## src/hdl/router_cfg_pkg.sv

```systemverilog
package router_cfg_pkg;

    // sources and lanes are numbered alike
    localparam int num_sources = 2;
    localparam int num_sinks = 2;

    // per-sink command queue
    localparam int cmd_depth = 8;

    // per-sink beat buffer, power of two
    localparam int buf_depth = 8;

    // fill level where a sink stops asking for a new burst
    localparam int buf_almost_full = 5;

    // width of one beat
    localparam int data_width = 32;

endpackage

```

## src/hdl/router_beat_pkg.sv

```systemverilog
package router_beat_pkg;

    import router_cfg_pkg::*;

    // one beat's data word
    typedef logic [data_width-1:0] data_t;

    // source number, also the lane number
    typedef logic [$clog2(num_sources)-1:0] source_t;

    // sink number
    typedef logic [$clog2(num_sinks)-1:0] sink_t;

    // what a sink buffers per beat
    typedef struct packed {
        logic  last;
        data_t data;
    } beat_t;

endpackage

```

## src/hdl/sync_fifo.sv

```systemverilog
`timescale 1ns/1ps

module sync_fifo #(
    parameter type payload_t = logic [7:0],
    parameter int depth = 8
) (
    input  logic                   clk,
    input  logic                   rst,
    input  logic                   push,
    input  payload_t               wr_data,
    output logic                   full,
    output logic                   almost_full,
    input  logic [$clog2(depth):0] almost_full_level,
    input  logic                   pop,
    output payload_t               rd_data,
    output logic                   empty
);

    // pointers wrap on their own, so depth must be a power of two
    payload_t mem [depth];
    logic [$clog2(depth)-1:0] wr_ptr;
    logic [$clog2(depth)-1:0] rd_ptr;
    logic [$clog2(depth):0] count;

    always_ff @(posedge clk) begin
        if (push) begin
            mem[wr_ptr] <= wr_data;
        end
    end

    always_ff @(posedge clk) begin
        if (rst) begin
            wr_ptr <= '0;
            rd_ptr <= '0;
            count <= '0;
        end else begin
            if (push) begin
                wr_ptr <= wr_ptr + 1'b1;
            end
            if (pop) begin
                rd_ptr <= rd_ptr + 1'b1;
            end
            case ({push, pop})
                2'b10: count <= count + 1'b1;
                2'b01: count <= count - 1'b1;
                default: count <= count;
            endcase
        end
    end

    // head word shows without a pop
    assign rd_data = mem[rd_ptr];

    assign empty = (count == '0);
    assign full = (count == ($clog2(depth) + 1)'(depth));
    assign almost_full = (count >= almost_full_level);

    // callers must look at the flags before they act
    a_no_overflow: assert property (
        @(posedge clk) disable iff (rst)
        push |-> !full
    );

    a_no_underflow: assert property (
        @(posedge clk) disable iff (rst)
        pop |-> !empty
    );

endmodule

```

## src/hdl/channel_sink.sv

```systemverilog
`timescale 1ns/1ps

module channel_sink (
    input  logic                    clk,
    input  logic                    rst,

    output logic                    cmd_full,
    input  logic                    cmd_push,
    input  router_beat_pkg::source_t cmd_source,

    output logic                    want_valid,
    output router_beat_pkg::source_t want_lane,
    input  logic                    grant,
    input  router_beat_pkg::source_t grant_lane,

    input  logic                    lane_valid [router_cfg_pkg::num_sources],
    input  logic                    lane_last [router_cfg_pkg::num_sources],
    input  router_beat_pkg::data_t  lane_data [router_cfg_pkg::num_sources],
    output logic                    sink_take,

    input  logic                    sink_ready,
    output logic                    sink_valid,
    output logic                    sink_last,
    output router_beat_pkg::data_t  sink_data
);

    import router_cfg_pkg::*;
    import router_beat_pkg::*;

    source_t head_source;
    logic cmd_empty;

    logic granted;
    source_t lane;

    beat_t wr_beat;
    beat_t rd_beat;
    logic buf_full;
    logic buf_af;
    logic buf_empty;

    logic move;
    logic grant_clear;

    // commands leave the queue when the arbiter grants them
    sync_fifo #(
        .payload_t (source_t),
        .depth     (cmd_depth)
    ) u_cmd_fifo (
        .clk               (clk),
        .rst               (rst),
        .push              (cmd_push),
        .wr_data           (cmd_source),
        .full              (cmd_full),
        .almost_full       (),
        .almost_full_level (($clog2(cmd_depth) + 1)'(cmd_depth)),
        .pop               (grant),
        .rd_data           (head_source),
        .empty             (cmd_empty)
    );

    // granted lane, held until its last beat moves
    always_ff @(posedge clk) begin
        if (rst) begin
            granted <= 1'b0;
        end else if (grant) begin
            granted <= 1'b1;
        end else if (grant_clear) begin
            granted <= 1'b0;
        end
    end

    always_ff @(posedge clk) begin
        if (grant) begin
            lane <= grant_lane;
        end
    end

    assign sink_take = granted && !buf_full;
    assign move = sink_take && lane_valid[lane];
    assign grant_clear = move && lane_last[lane];

    assign wr_beat.last = lane_last[lane];
    assign wr_beat.data = lane_data[lane];

    sync_fifo #(
        .payload_t (beat_t),
        .depth     (buf_depth)
    ) u_beat_fifo (
        .clk               (clk),
        .rst               (rst),
        .push              (move),
        .wr_data           (wr_beat),
        .full              (buf_full),
        .almost_full       (buf_af),
        .almost_full_level (($clog2(buf_depth) + 1)'(buf_almost_full)),
        .pop               (sink_valid && sink_ready),
        .rd_data           (rd_beat),
        .empty             (buf_empty)
    );

    assign sink_valid = !buf_empty;
    assign sink_last = rd_beat.last;
    assign sink_data = rd_beat.data;

    // ask for the next burst while idle or on the final beat
    assign want_valid = !cmd_empty && !buf_af && (!granted || grant_clear);
    assign want_lane = head_source;

    // the arbiter must not hand over a lane mid-burst
    a_no_grant_overlap: assert property (
        @(posedge clk) disable iff (rst)
        grant |-> (!granted || grant_clear)
    );

endmodule

```

## src/hdl/lane_arbiter.sv

```systemverilog
`timescale 1ns/1ps

module lane_arbiter (
    input  logic                     clk,
    input  logic                     rst,

    input  logic                     want_valid [router_cfg_pkg::num_sinks],
    input  router_beat_pkg::source_t want_lane [router_cfg_pkg::num_sinks],
    output logic                     grant [router_cfg_pkg::num_sinks],
    output router_beat_pkg::source_t grant_lane [router_cfg_pkg::num_sinks],
    input  logic                     sink_take [router_cfg_pkg::num_sinks],

    input  logic                     lane_valid [router_cfg_pkg::num_sources],
    input  logic                     lane_last [router_cfg_pkg::num_sources],
    output logic                     lane_ready [router_cfg_pkg::num_sources]
);

    import router_cfg_pkg::*;
    import router_beat_pkg::*;

    logic busy [num_sources];
    sink_t owner [num_sources];
    sink_t last_grant [num_sources];

    logic lane_end [num_sources];
    logic lane_free [num_sources];
    logic pick_valid [num_sources];
    sink_t pick [num_sources];

    logic sink_owns [num_sinks];

    // ready comes from whoever owns the lane
    always_comb begin
        for (int l = 0; l < num_sources; l++) begin
            lane_ready[l] = busy[l] && sink_take[owner[l]];
            lane_end[l] = lane_ready[l] && lane_valid[l] && lane_last[l];
            lane_free[l] = !busy[l] || lane_end[l];
        end
    end

    // rotating pick per lane, starting after the last winner
    always_comb begin
        sink_t cand;
        cand = '0;
        for (int s = 0; s < num_sinks; s++) begin
            grant[s] = 1'b0;
            grant_lane[s] = '0;
        end
        for (int l = 0; l < num_sources; l++) begin
            pick_valid[l] = 1'b0;
            pick[l] = '0;
            for (int k = 1; k <= num_sinks; k++) begin
                cand = sink_t'((int'(last_grant[l]) + k) % num_sinks);
                if (!pick_valid[l] && lane_free[l] && want_valid[cand] &&
                        want_lane[cand] == source_t'(l)) begin
                    pick_valid[l] = 1'b1;
                    pick[l] = cand;
                end
            end
            // a sink asks for one lane only, so no sink wins twice
            if (pick_valid[l]) begin
                grant[pick[l]] = 1'b1;
                grant_lane[pick[l]] = source_t'(l);
            end
        end
    end

    always_ff @(posedge clk) begin
        if (rst) begin
            for (int l = 0; l < num_sources; l++) begin
                busy[l] <= 1'b0;
                owner[l] <= '0;
                last_grant[l] <= '0;
            end
        end else begin
            for (int l = 0; l < num_sources; l++) begin
                if (pick_valid[l]) begin
                    busy[l] <= 1'b1;
                    owner[l] <= pick[l];
                    last_grant[l] <= pick[l];
                end else if (lane_end[l]) begin
                    busy[l] <= 1'b0;
                end
            end
        end
    end

    // which sinks hold a lane
    always_comb begin
        for (int s = 0; s < num_sinks; s++) begin
            sink_owns[s] = 1'b0;
            for (int l = 0; l < num_sources; l++) begin
                if (busy[l] && owner[l] == sink_t'(s)) begin
                    sink_owns[s] = 1'b1;
                end
            end
        end
    end

    // a sink taking beats while no lane is its own would skip lane_ready
    for (genvar s = 0; s < num_sinks; s++) begin : g_sink_chk
        a_take_owned: assert property (
            @(posedge clk) disable iff (rst)
            sink_take[s] |-> sink_owns[s]
        );
    end

    for (genvar a = 0; a < num_sources; a++) begin : g_lane_chk
        for (genvar b = a + 1; b < num_sources; b++) begin : g_pair_chk
            a_one_lane_per_sink: assert property (
                @(posedge clk) disable iff (rst)
                !(busy[a] && busy[b] && owner[a] == owner[b])
            );
        end
    end

endmodule

```

## src/hdl/router_channel.sv

```systemverilog
`timescale 1ns/1ps

module router_channel (
    input  logic                     clk,
    input  logic                     rst,

    input  logic                     cmd_push [router_cfg_pkg::num_sinks],
    input  router_beat_pkg::source_t cmd_source [router_cfg_pkg::num_sinks],
    output logic                     cmd_full [router_cfg_pkg::num_sinks],

    input  logic                     lane_valid [router_cfg_pkg::num_sources],
    input  logic                     lane_last [router_cfg_pkg::num_sources],
    input  router_beat_pkg::data_t   lane_data [router_cfg_pkg::num_sources],
    output logic                     lane_ready [router_cfg_pkg::num_sources],

    input  logic                     sink_ready [router_cfg_pkg::num_sinks],
    output logic                     sink_valid [router_cfg_pkg::num_sinks],
    output logic                     sink_last [router_cfg_pkg::num_sinks],
    output router_beat_pkg::data_t   sink_data [router_cfg_pkg::num_sinks]
);

    import router_cfg_pkg::*;
    import router_beat_pkg::*;

    // sink to arbiter
    logic want_valid [num_sinks];
    source_t want_lane [num_sinks];
    logic sink_take [num_sinks];

    // arbiter to sink
    logic grant [num_sinks];
    source_t grant_lane [num_sinks];

    for (genvar s = 0; s < num_sinks; s++) begin : g_sink
        channel_sink u_sink (
            .clk        (clk),
            .rst        (rst),
            .cmd_full   (cmd_full[s]),
            .cmd_push   (cmd_push[s]),
            .cmd_source (cmd_source[s]),
            .want_valid (want_valid[s]),
            .want_lane  (want_lane[s]),
            .grant      (grant[s]),
            .grant_lane (grant_lane[s]),
            .lane_valid (lane_valid),
            .lane_last  (lane_last),
            .lane_data  (lane_data),
            .sink_take  (sink_take[s]),
            .sink_ready (sink_ready[s]),
            .sink_valid (sink_valid[s]),
            .sink_last  (sink_last[s]),
            .sink_data  (sink_data[s])
        );
    end

    // every sink sees all lanes, the arbiter decides who listens
    lane_arbiter u_arbiter (
        .clk        (clk),
        .rst        (rst),
        .want_valid (want_valid),
        .want_lane  (want_lane),
        .grant      (grant),
        .grant_lane (grant_lane),
        .sink_take  (sink_take),
        .lane_valid (lane_valid),
        .lane_last  (lane_last),
        .lane_ready (lane_ready)
    );

endmodule

```

## config.mk

```make
export PLATFORM = sky130hd
export DESIGN_NAME = router_channel
export DESIGN_NICKNAME = d
export VERILOG_FILES = /design/src/hdl/router_cfg_pkg.sv /design/src/hdl/router_beat_pkg.sv /design/src/hdl/sync_fifo.sv /design/src/hdl/channel_sink.sv /design/src/hdl/lane_arbiter.sv /design/src/hdl/router_channel.sv
export SDC_FILE = /design/constraint.sdc
export NUM_CORES = 1
export LEC_CHECK = 0
export BUFFER_PORTS_ARGS = -buffer_cell sky130_fd_sc_hd__buf_2
export CORE_MARGIN = 2
export CORE_UTILIZATION = 40
export DETAILED_ROUTE_END_ITERATION = 7
export PLACE_DENSITY = 0.66
export SLEW_MARGIN = 20
export SYNTH_ARGS = -nofsm -noshare
export SYNTH_HDL_FRONTEND = slang
export SYNTH_HIERARCHICAL = 1
export SYNTH_SLANG_ARGS = --single-unit
```

## constraint.sdc

```tcl
create_clock -name clk -period 4.3 [get_ports clk]
set_input_delay 0.215 -clock clk [delete_from_list [all_inputs] [get_ports clk]]
set_output_delay 0.215 -clock clk [all_outputs]
set_load 0.01 [all_outputs]
```

==> reports/metrics.yaml, run 1 <==
placed_design:
  gp_congestion: 0.809
  hpwl_um: 32400
  placedInstanceArea_um2: 26300
  portBuffers: 147
  pre_cts_ws_ps: 583
  dp_cells: 2145
detailed_routing:
  dr_total_vias: 12300
  drt-pass1-iter-count: 5
  viasPerCell: 5.41
  drt_iter0_drc: 734
  ant_nets: 0
  drc: 0
  drt_wl_total_um: 52900
  wl_per_cell_um: 23.3
timing:
  fin_ws_ps: 533
  finalCritPeriodShare: 0.876
  setup_viol: 0
  whs_ps: 37.3
  slew_violations: 0
  finalHoldViolCount: 0
  slew-limit-headroom: 0.298
  finalSetupTns_ps: 0
  finalClockSkew_ps: 25.6
  min_period_ps: 3770
  max_clock_freq_mhz: 265
  rsz0062_at_grt: "false"
  worstMarginPinSlew_ps: 1050
clock_network:
  clock_sinks: 604
  cts_hold_buf: 12
  cts_tree: "built"
  cts-buffers-inserted: 58
  post_cts_resized: 0
  postCtsSetupRepairBufs: 0
  cts.clk_slew.worst_paths_ps: 60
  htree_levels: 2
  cts_max_path_buffers: 3
  cts-root-buf: "clkbuf_16"
  clk_latency_ps: 630
logic_synthesis:
  synth_area_um2: 24500
  ys_warn_count: 6
  netlist_instances: 1234
  synth.avg_cell_area_um2: 19.9
critical_path:
  crit_path_start_kind: "flop"
  r2r-start: "g_sink[1].u_sink/u_beat_fifo/count[0]$_SDFFE_PP0P_"
  reg2reg_to: "g_sink[1].u_sink/u_cmd_fifo/count[2]$_SDFFE_PP0P_"
  endpoint_kind: "flop"
  critPathBufInv: 2
  cp_data_required_time_ps: 4830
  rr_worst_depth: 19
  crit_arrival_ps: 4290
  crit_slowest_cell: "dfxtp_1"
  critPathKind: "flop to flop"
  cp_max_fo: 8
  worst-r2r-setup-slack_ps: 530
  slowest_delay_ps: 370
  critPathTopFamily: "compound AO/OA/AOI/OAI gates"
  crit_chain: "inv_1 > ha_1 > nand2b_1 > a21o_1 > a21o_1 > a21o_1 > nor2_1 > a41o_1 > nand2_1 > a31o_2 > o22ai_1 > buf_4 > ha_1 > xor2_1 > ha_1 > a21oi_1 > xor2_1 > or3_1 > a21oi_1"
floorplanning:
  core_um2: 60500
  ios: 148
  placementRows: 90
  die_width_um: 252
  die_area_um2: 63300
  chipHeight_um: 252
  initial_core_util: 0.406
global_route:
  grt_use_total: 0.166
  antenna_found_initial: 14
  grt_pass1_wl_um: 77900
  grt.overflow.total: 0
  grt_max_degree: 55
  grt_pass1_vias: 12500
final_layout:
  nets: 1539
  final_cells: 2269
  final_area_um2: 28500
  syn2layout_area_growth_pct: 15.9
  drive_gt1_frac: 0.385
  regArea_um2: 17600
  nFillCells: 5010
  multi_input_area_um2: 6670
power_and_ir_drop:
  p_per_area_nw_per_um2: 573
  p_comb_frac: 0.220
  p_sw_mw: 4.35
  seq_power_share: 0.456
  ir_worst_vdd_v: 0.000376
  p_sw_frac: 0.267
  leakagePower_nw: 9.37
  p_clk_frac: 0.325
  p_int_mw: 12.0
min_path:
  hold_depth: 2
  hold_path_class: "input port to flop"
  min_from: "lane_data[55]"
  worstHoldEndpoint: "g_sink[1].u_sink/u_beat_fifo/mem[6][23]$_DFFE_PP_"
flow_run:
  drv_cap: 0
status:
  status: "finished, final reports clean"
==> sequential cells by signal (all words and copies together) (netlist names), named ones only <==
name / count
g_sink.u_sink/granted: 2
u_arbiter/busy: 2
g_sink.u_sink/u_cmd_fifo/wr_ptr: 6
u_arbiter/owner: 2
g_sink.u_sink/u_beat_fifo/mem: 528
g_sink.u_sink/u_cmd_fifo/mem: 16
g_sink.u_sink/lane: 2
g_sink.u_sink/u_beat_fifo/rd_ptr: 6
g_sink.u_sink/u_cmd_fifo/count: 8
g_sink.u_sink/u_beat_fifo/wr_ptr: 6
g_sink.u_sink/u_cmd_fifo/rd_ptr: 6
g_sink.u_sink/u_beat_fifo/count: 8
==> worst register-to-register path, delay by kind of cell, from the launching register on <==
family | cells | cell delay [ps]
AO/OA/AOI/OAI | 8 | 1370
XOR/XNOR | 2 | 360
adder cells (fa/ha/maj) | 3 | 670
buffers and inverters | 2 | 280
flip-flops | 1 | 370
AND/OR/NAND/NOR | 4 | 650
==> area by class of cell <==
cell class | count | share of cell area
flip-flops and latches | 604 | 0.619
well taps | 782 | 0.0344
clock inverters | 33 | 0.0150
repair buffers | 189 | 0.0393
multi-input cells | 563 | 0.234
inverters | 19 | 0.00251
clock buffers | 76 | 0.0555
diodes | 3 | 0.000264
==> cells in the final DEF, fill, tap and decap left out, types with 12 or more instances in the layout <==
master / count
buf_4: 27
dfxtp_1: 49
mux4_2: 136
nor2_1: 64
clkbuf_16: 59
dlygate4sd3_1: 12
buf_2: 147
edfxtp_1: 549
clkbuf_1: 13
inv_1: 19
mux2i_1: 14
xor2_1: 20
ha_1: 28
nand2b_1: 15
a21oi_1: 12
mux2_2: 132
nor2_4: 12
nand2_1: 19
clkinv_2: 12
==> through the flow <==
stage	total power [mW]	utilization
after floorplan	10.1	-
after global placement	11.1	0.435
after detailed placement	11.2	0.435
after CTS	16.5	0.470
after global routing	17.0	0.470
final	16.3	0.471
==> power groups by stage <==
stage | combinational [mW] | clock [mW] | sequential (mW)
after CTS | 3.66 | 5.41 | 7.45
after global placement | 3.54 | 0 | 7.55
after floorplan | 2.75 | 0 | 7.35
after detailed placement | 3.63 | 0 | 7.57
final | 3.58 | 5.29 | 7.43
after global routing | 3.89 | 5.63 | 7.49
==> worst max-delay path by stage <==
stage,end,cells after the start,start
after global routing,g_sink[1].u_sink/u_cmd_fifo/count[2]$_SDFFE_PP0P_,19,g_sink[1].u_sink/u_beat_fifo/count[0]$_SDFFE_PP0P_
after floorplan,g_sink[1].u_sink/u_beat_fifo/mem[0][0]$_DFFE_PP_,6,g_sink[1].u_sink/u_beat_fifo/count[1]$_SDFFE_PP0P_
after CTS,g_sink[1].u_sink/u_cmd_fifo/count[2]$_SDFFE_PP0P_,19,g_sink[1].u_sink/u_beat_fifo/count[0]$_SDFFE_PP0P_
after global placement,g_sink[1].u_sink/u_cmd_fifo/count[2]$_SDFFE_PP0P_,19,g_sink[1].u_sink/u_beat_fifo/count[0]$_SDFFE_PP0P_
final,g_sink[1].u_sink/u_cmd_fifo/count[2]$_SDFFE_PP0P_,19,g_sink[1].u_sink/u_beat_fifo/count[0]$_SDFFE_PP0P_
after detailed placement,g_sink[1].u_sink/u_cmd_fifo/count[2]$_SDFFE_PP0P_,19,g_sink[1].u_sink/u_beat_fifo/count[0]$_SDFFE_PP0P_
==> layer usage <==
metal,GRT usage,wire length [um],part of all wire
met1,0.221,22400,0.42
met2,0.267,25300,0.48
met3,0.0489,4030,0.076
met4,0.0447,1010,0.019
met5,0,167,0.0032
Note: power is estimated with default switching activity, not from simulation.
==> run 2: changes to the inputs <==
Settings changed: CORE_MARGIN 2 to not set.
==> run 2 against run 1 <==
Compared with the run above: maximum frequency down 2.3%; combinational power about the same; flip-flop and latch count unchanged; die area down 1.6%; non-clock buffer count unchanged; total power about the same; worst setup slack worse by 88 ps; register-to-register slack worse by 90 ps; global-route usage up 0.36 points; clock power about the same; largest power group unchanged.
==> reports/metrics.yaml, run 2 (synthesis results as in run 1) <==
global_route:
  grt_max_degree: 67  # +22%
  grt_pass1_wl_um: 78900  # +1.2%
  grt.met1_usage: 0.226  # +0.00556
  grt_pass1_vias: 12600  # +0.79%
  antenna_found_initial: 10  # -4
  met3_usage: 0.0399  # -0.00896
  grt.overflow.total: 0  # unchanged
  grt_use_total: 0.170  # +0.00358
  use_met2: 0.276  # +0.00876
  grt_busiest_layer: "met2"
power_and_ir_drop:
  p_sw_frac: 0.269  # +0.00191
  leakagePower_nw: 9.37  # about the same
  p_per_area_nw_per_um2: 573  # about the same
  p_sw_mw: 4.38  # +0.76%
  seq_power_share: 0.455  # about the same
  ir_worst_vdd_v: 0.000388  # +3.3%
  p_comb_frac: 0.220  # about the same
  p_int_mw: 11.9  # -0.22%
  p_clk_frac: 0.324  # about the same
placed_design:
  hpwl_um: 32200  # -0.72%
  dp_cells: 2145  # unchanged
  gp_congestion: 0.787  # -2.7%
  pre_cts_ws_ps: 464  # -120 ps
  portBuffers: 147  # unchanged
timing:
  finalClockSkew_ps: 28.6  # +3.01 ps
  worstMarginPinSlew_ps: 1060  # +4.47 ps
  setup_viol: 0  # unchanged
  finalHoldViolCount: 0  # unchanged
  min_period_ps: 3860  # +88.3 ps
  slew_violations: 0  # unchanged
  finalSetupTns_ps: 0  # unchanged
  rsz0062_at_grt: "false"
  slew-limit-headroom: 0.295  # -0.00298
  max_clock_freq_mhz: 259  # -2.3%
  finalCritPeriodShare: 0.897  # +0.0205
  fin_ws_ps: 445  # -88.3 ps
floorplanning:
  die_area_um2: 62300  # -1.6%
  initial_core_util: 0.406  # unchanged
  ios: 148  # unchanged
  core_um2: 60500  # unchanged
  die_width_um: 250  # -0.79%
  chipHeight_um: 250  # -0.79%
  placementRows: 90  # unchanged
critical_path:
  critPathKind: "flop to flop"
  crit_path_start: "g_sink[0].u_sink/u_beat_fifo/count[0]$_SDFFE_PP0P_"
  cp_max_fo: 6  # -2
  slowest_delay_ps: 380  # about the same
  crit_path_start_kind: "flop"
  cp_data_required_time_ps: 4830  # about the same
  critPathTopFamily: "compound AO/OA/AOI/OAI gates"
  critPathBufInv: 1  # -1
  r2r-start: "g_sink[0].u_sink/u_beat_fifo/count[0]$_SDFFE_PP0P_"
  crit_chain: "inv_1 > ha_1 > nand2b_1 > a21o_1 > a21o_1 > a21o_1 > nor2_1 > a41o_1 > and2b_1 > o21ai_0 > o22ai_1 > ha_1 > xor2_1 > ha_1 > a21oi_1 > xor2_1 > or3_1 > a21oi_1"
  endpoint_kind: "flop"
  crit_slowest_cell: "o22ai_1"
  crit_arrival_ps: 4380  # +90 ps
detailed_routing:
  drt_wl_total_um: 52600  # -0.47%
  wl_per_cell_um: 23.2  # -0.69%
  drc: 0  # unchanged
  drt_iter0_drc: 963  # +31%
  dr_total_vias: 12200  # -0.37%
  drt-pass1-iter-count: 5  # unchanged
  viasPerCell: 5.37  # -0.59%
  ant_nets: 0  # unchanged
final_layout:
  drive_gt1_frac: 0.380  # -0.00549
  mostFrequentLayoutCells: "549 x edfxtp_1, 147 x buf_2, 136 x mux4_2"
  final_cells: 2274  # +0.22%
  syn2layout_area_growth_pct: 15.9  # about the same
  regMostFlops: "g_sink.u_sink/u_beat_fifo/mem"
  largest_reg_flops: 528  # unchanged
  nFillCells: 4990  # -0.40%
  final_common_cell: "edfxtp_1"
  nets: 1540  # +0.065%
  regArea_um2: 17600  # about the same
  reg_top3: "g_sink.u_sink/u_beat_fifo/mem (528), g_sink.u_sink/u_cmd_fifo/mem (16)"
  multi_input_area_um2: 6670  # unchanged
  final_core_util: 0.471  # about the same
clock_network:
  cts_hold_buf: 12  # unchanged
  clock_sinks: 604  # unchanged
  clk_latency_ps: 620  # about the same
  cts.clk_slew.worst_paths_ps: 60  # about the same
  cts-buffers-inserted: 59  # +1.7%
  postCtsSetupRepairBufs: 0  # unchanged
  cts_tree: "built"
  cts-root-buf: "clkbuf_16"
  post_cts_resized: 0  # unchanged
  htree_levels: 2  # unchanged
  cts_max_path_buffers: 3  # unchanged
flow_run:
  drv_cap: 0  # unchanged
min_path:
  min_from: "lane_data[23]"
  hold_path_class: "input port to flop"
status:
  status: "finished, final reports clean"
## run 2: cell count changes in the layout (fill, tap and decap cells not counted), sizes merged
cell,change
bufinv,-1
clkbuf,+3
clkinv,+2
clkinvlp,-3
diode,+2
inv,+2
## run 2: through the flow
stage | hold slack, ps | cell area (um^2) | total power, mW
3_3_place_gp | 484 | 26300 | 11.1
6_report | 35.1 | 28500 | 16.3
4_1_cts | 1.27 | 28400 | 16.5
5_1_grt | 24.0 | 28400 | 17.0
2_1_floorplan | 314 | 24600 | 10.1
3_5_place_dp | 501 | 26300 | 11.2
## run 2: area by class of cell
| type | count | area share |
|---|---|---|
| Antenna cell | 5 | 0.000440 |
| Multi-Input combinational cell | 563 | 0.234 |
| Sequential cell | 604 | 0.618 |
| Tap cell | 782 | 0.0344 |
| Timing Repair Buffer | 189 | 0.0393 |
| Clock buffer | 79 | 0.0563 |
| Inverter | 19 | 0.00251 |
| Clock inverter | 33 | 0.0142 |
## run 2: final timing paths
check             depth (start not counted)                                                end  slack [ps]
setup / recovery                         18  g_sink[0].u_sink/u_cmd_fifo/count[2]$_SDFFE_PP0P_         440
hold / removal                            2  g_sink[0].u_sink/u_beat_fifo/mem[5][23]$_DFFE_PP_          40
setup reg to reg                         18  g_sink[0].u_sink/u_cmd_fifo/count[2]$_SDFFE_PP0P_         440
hold reg to reg                           2                                               flop         530
## run 2: layer usage
metal,vias to the layer above,share of wire
li1,5394,-
met5,-,0.0025
met4,18,0.025
met2,379,0.49
met1,6323,0.42
met3,105,0.070
## run 2: power groups by stage
stage               Combinational (mW)  Clock, mW  Sequential, mW
detailed placement                3.63          0            7.56
global placement                  3.54          0            7.54
global route                      3.90       5.62            7.48
CTS                               3.66       5.40            7.44
finish                            3.60       5.29            7.42
floorplan                         2.75          0            7.35
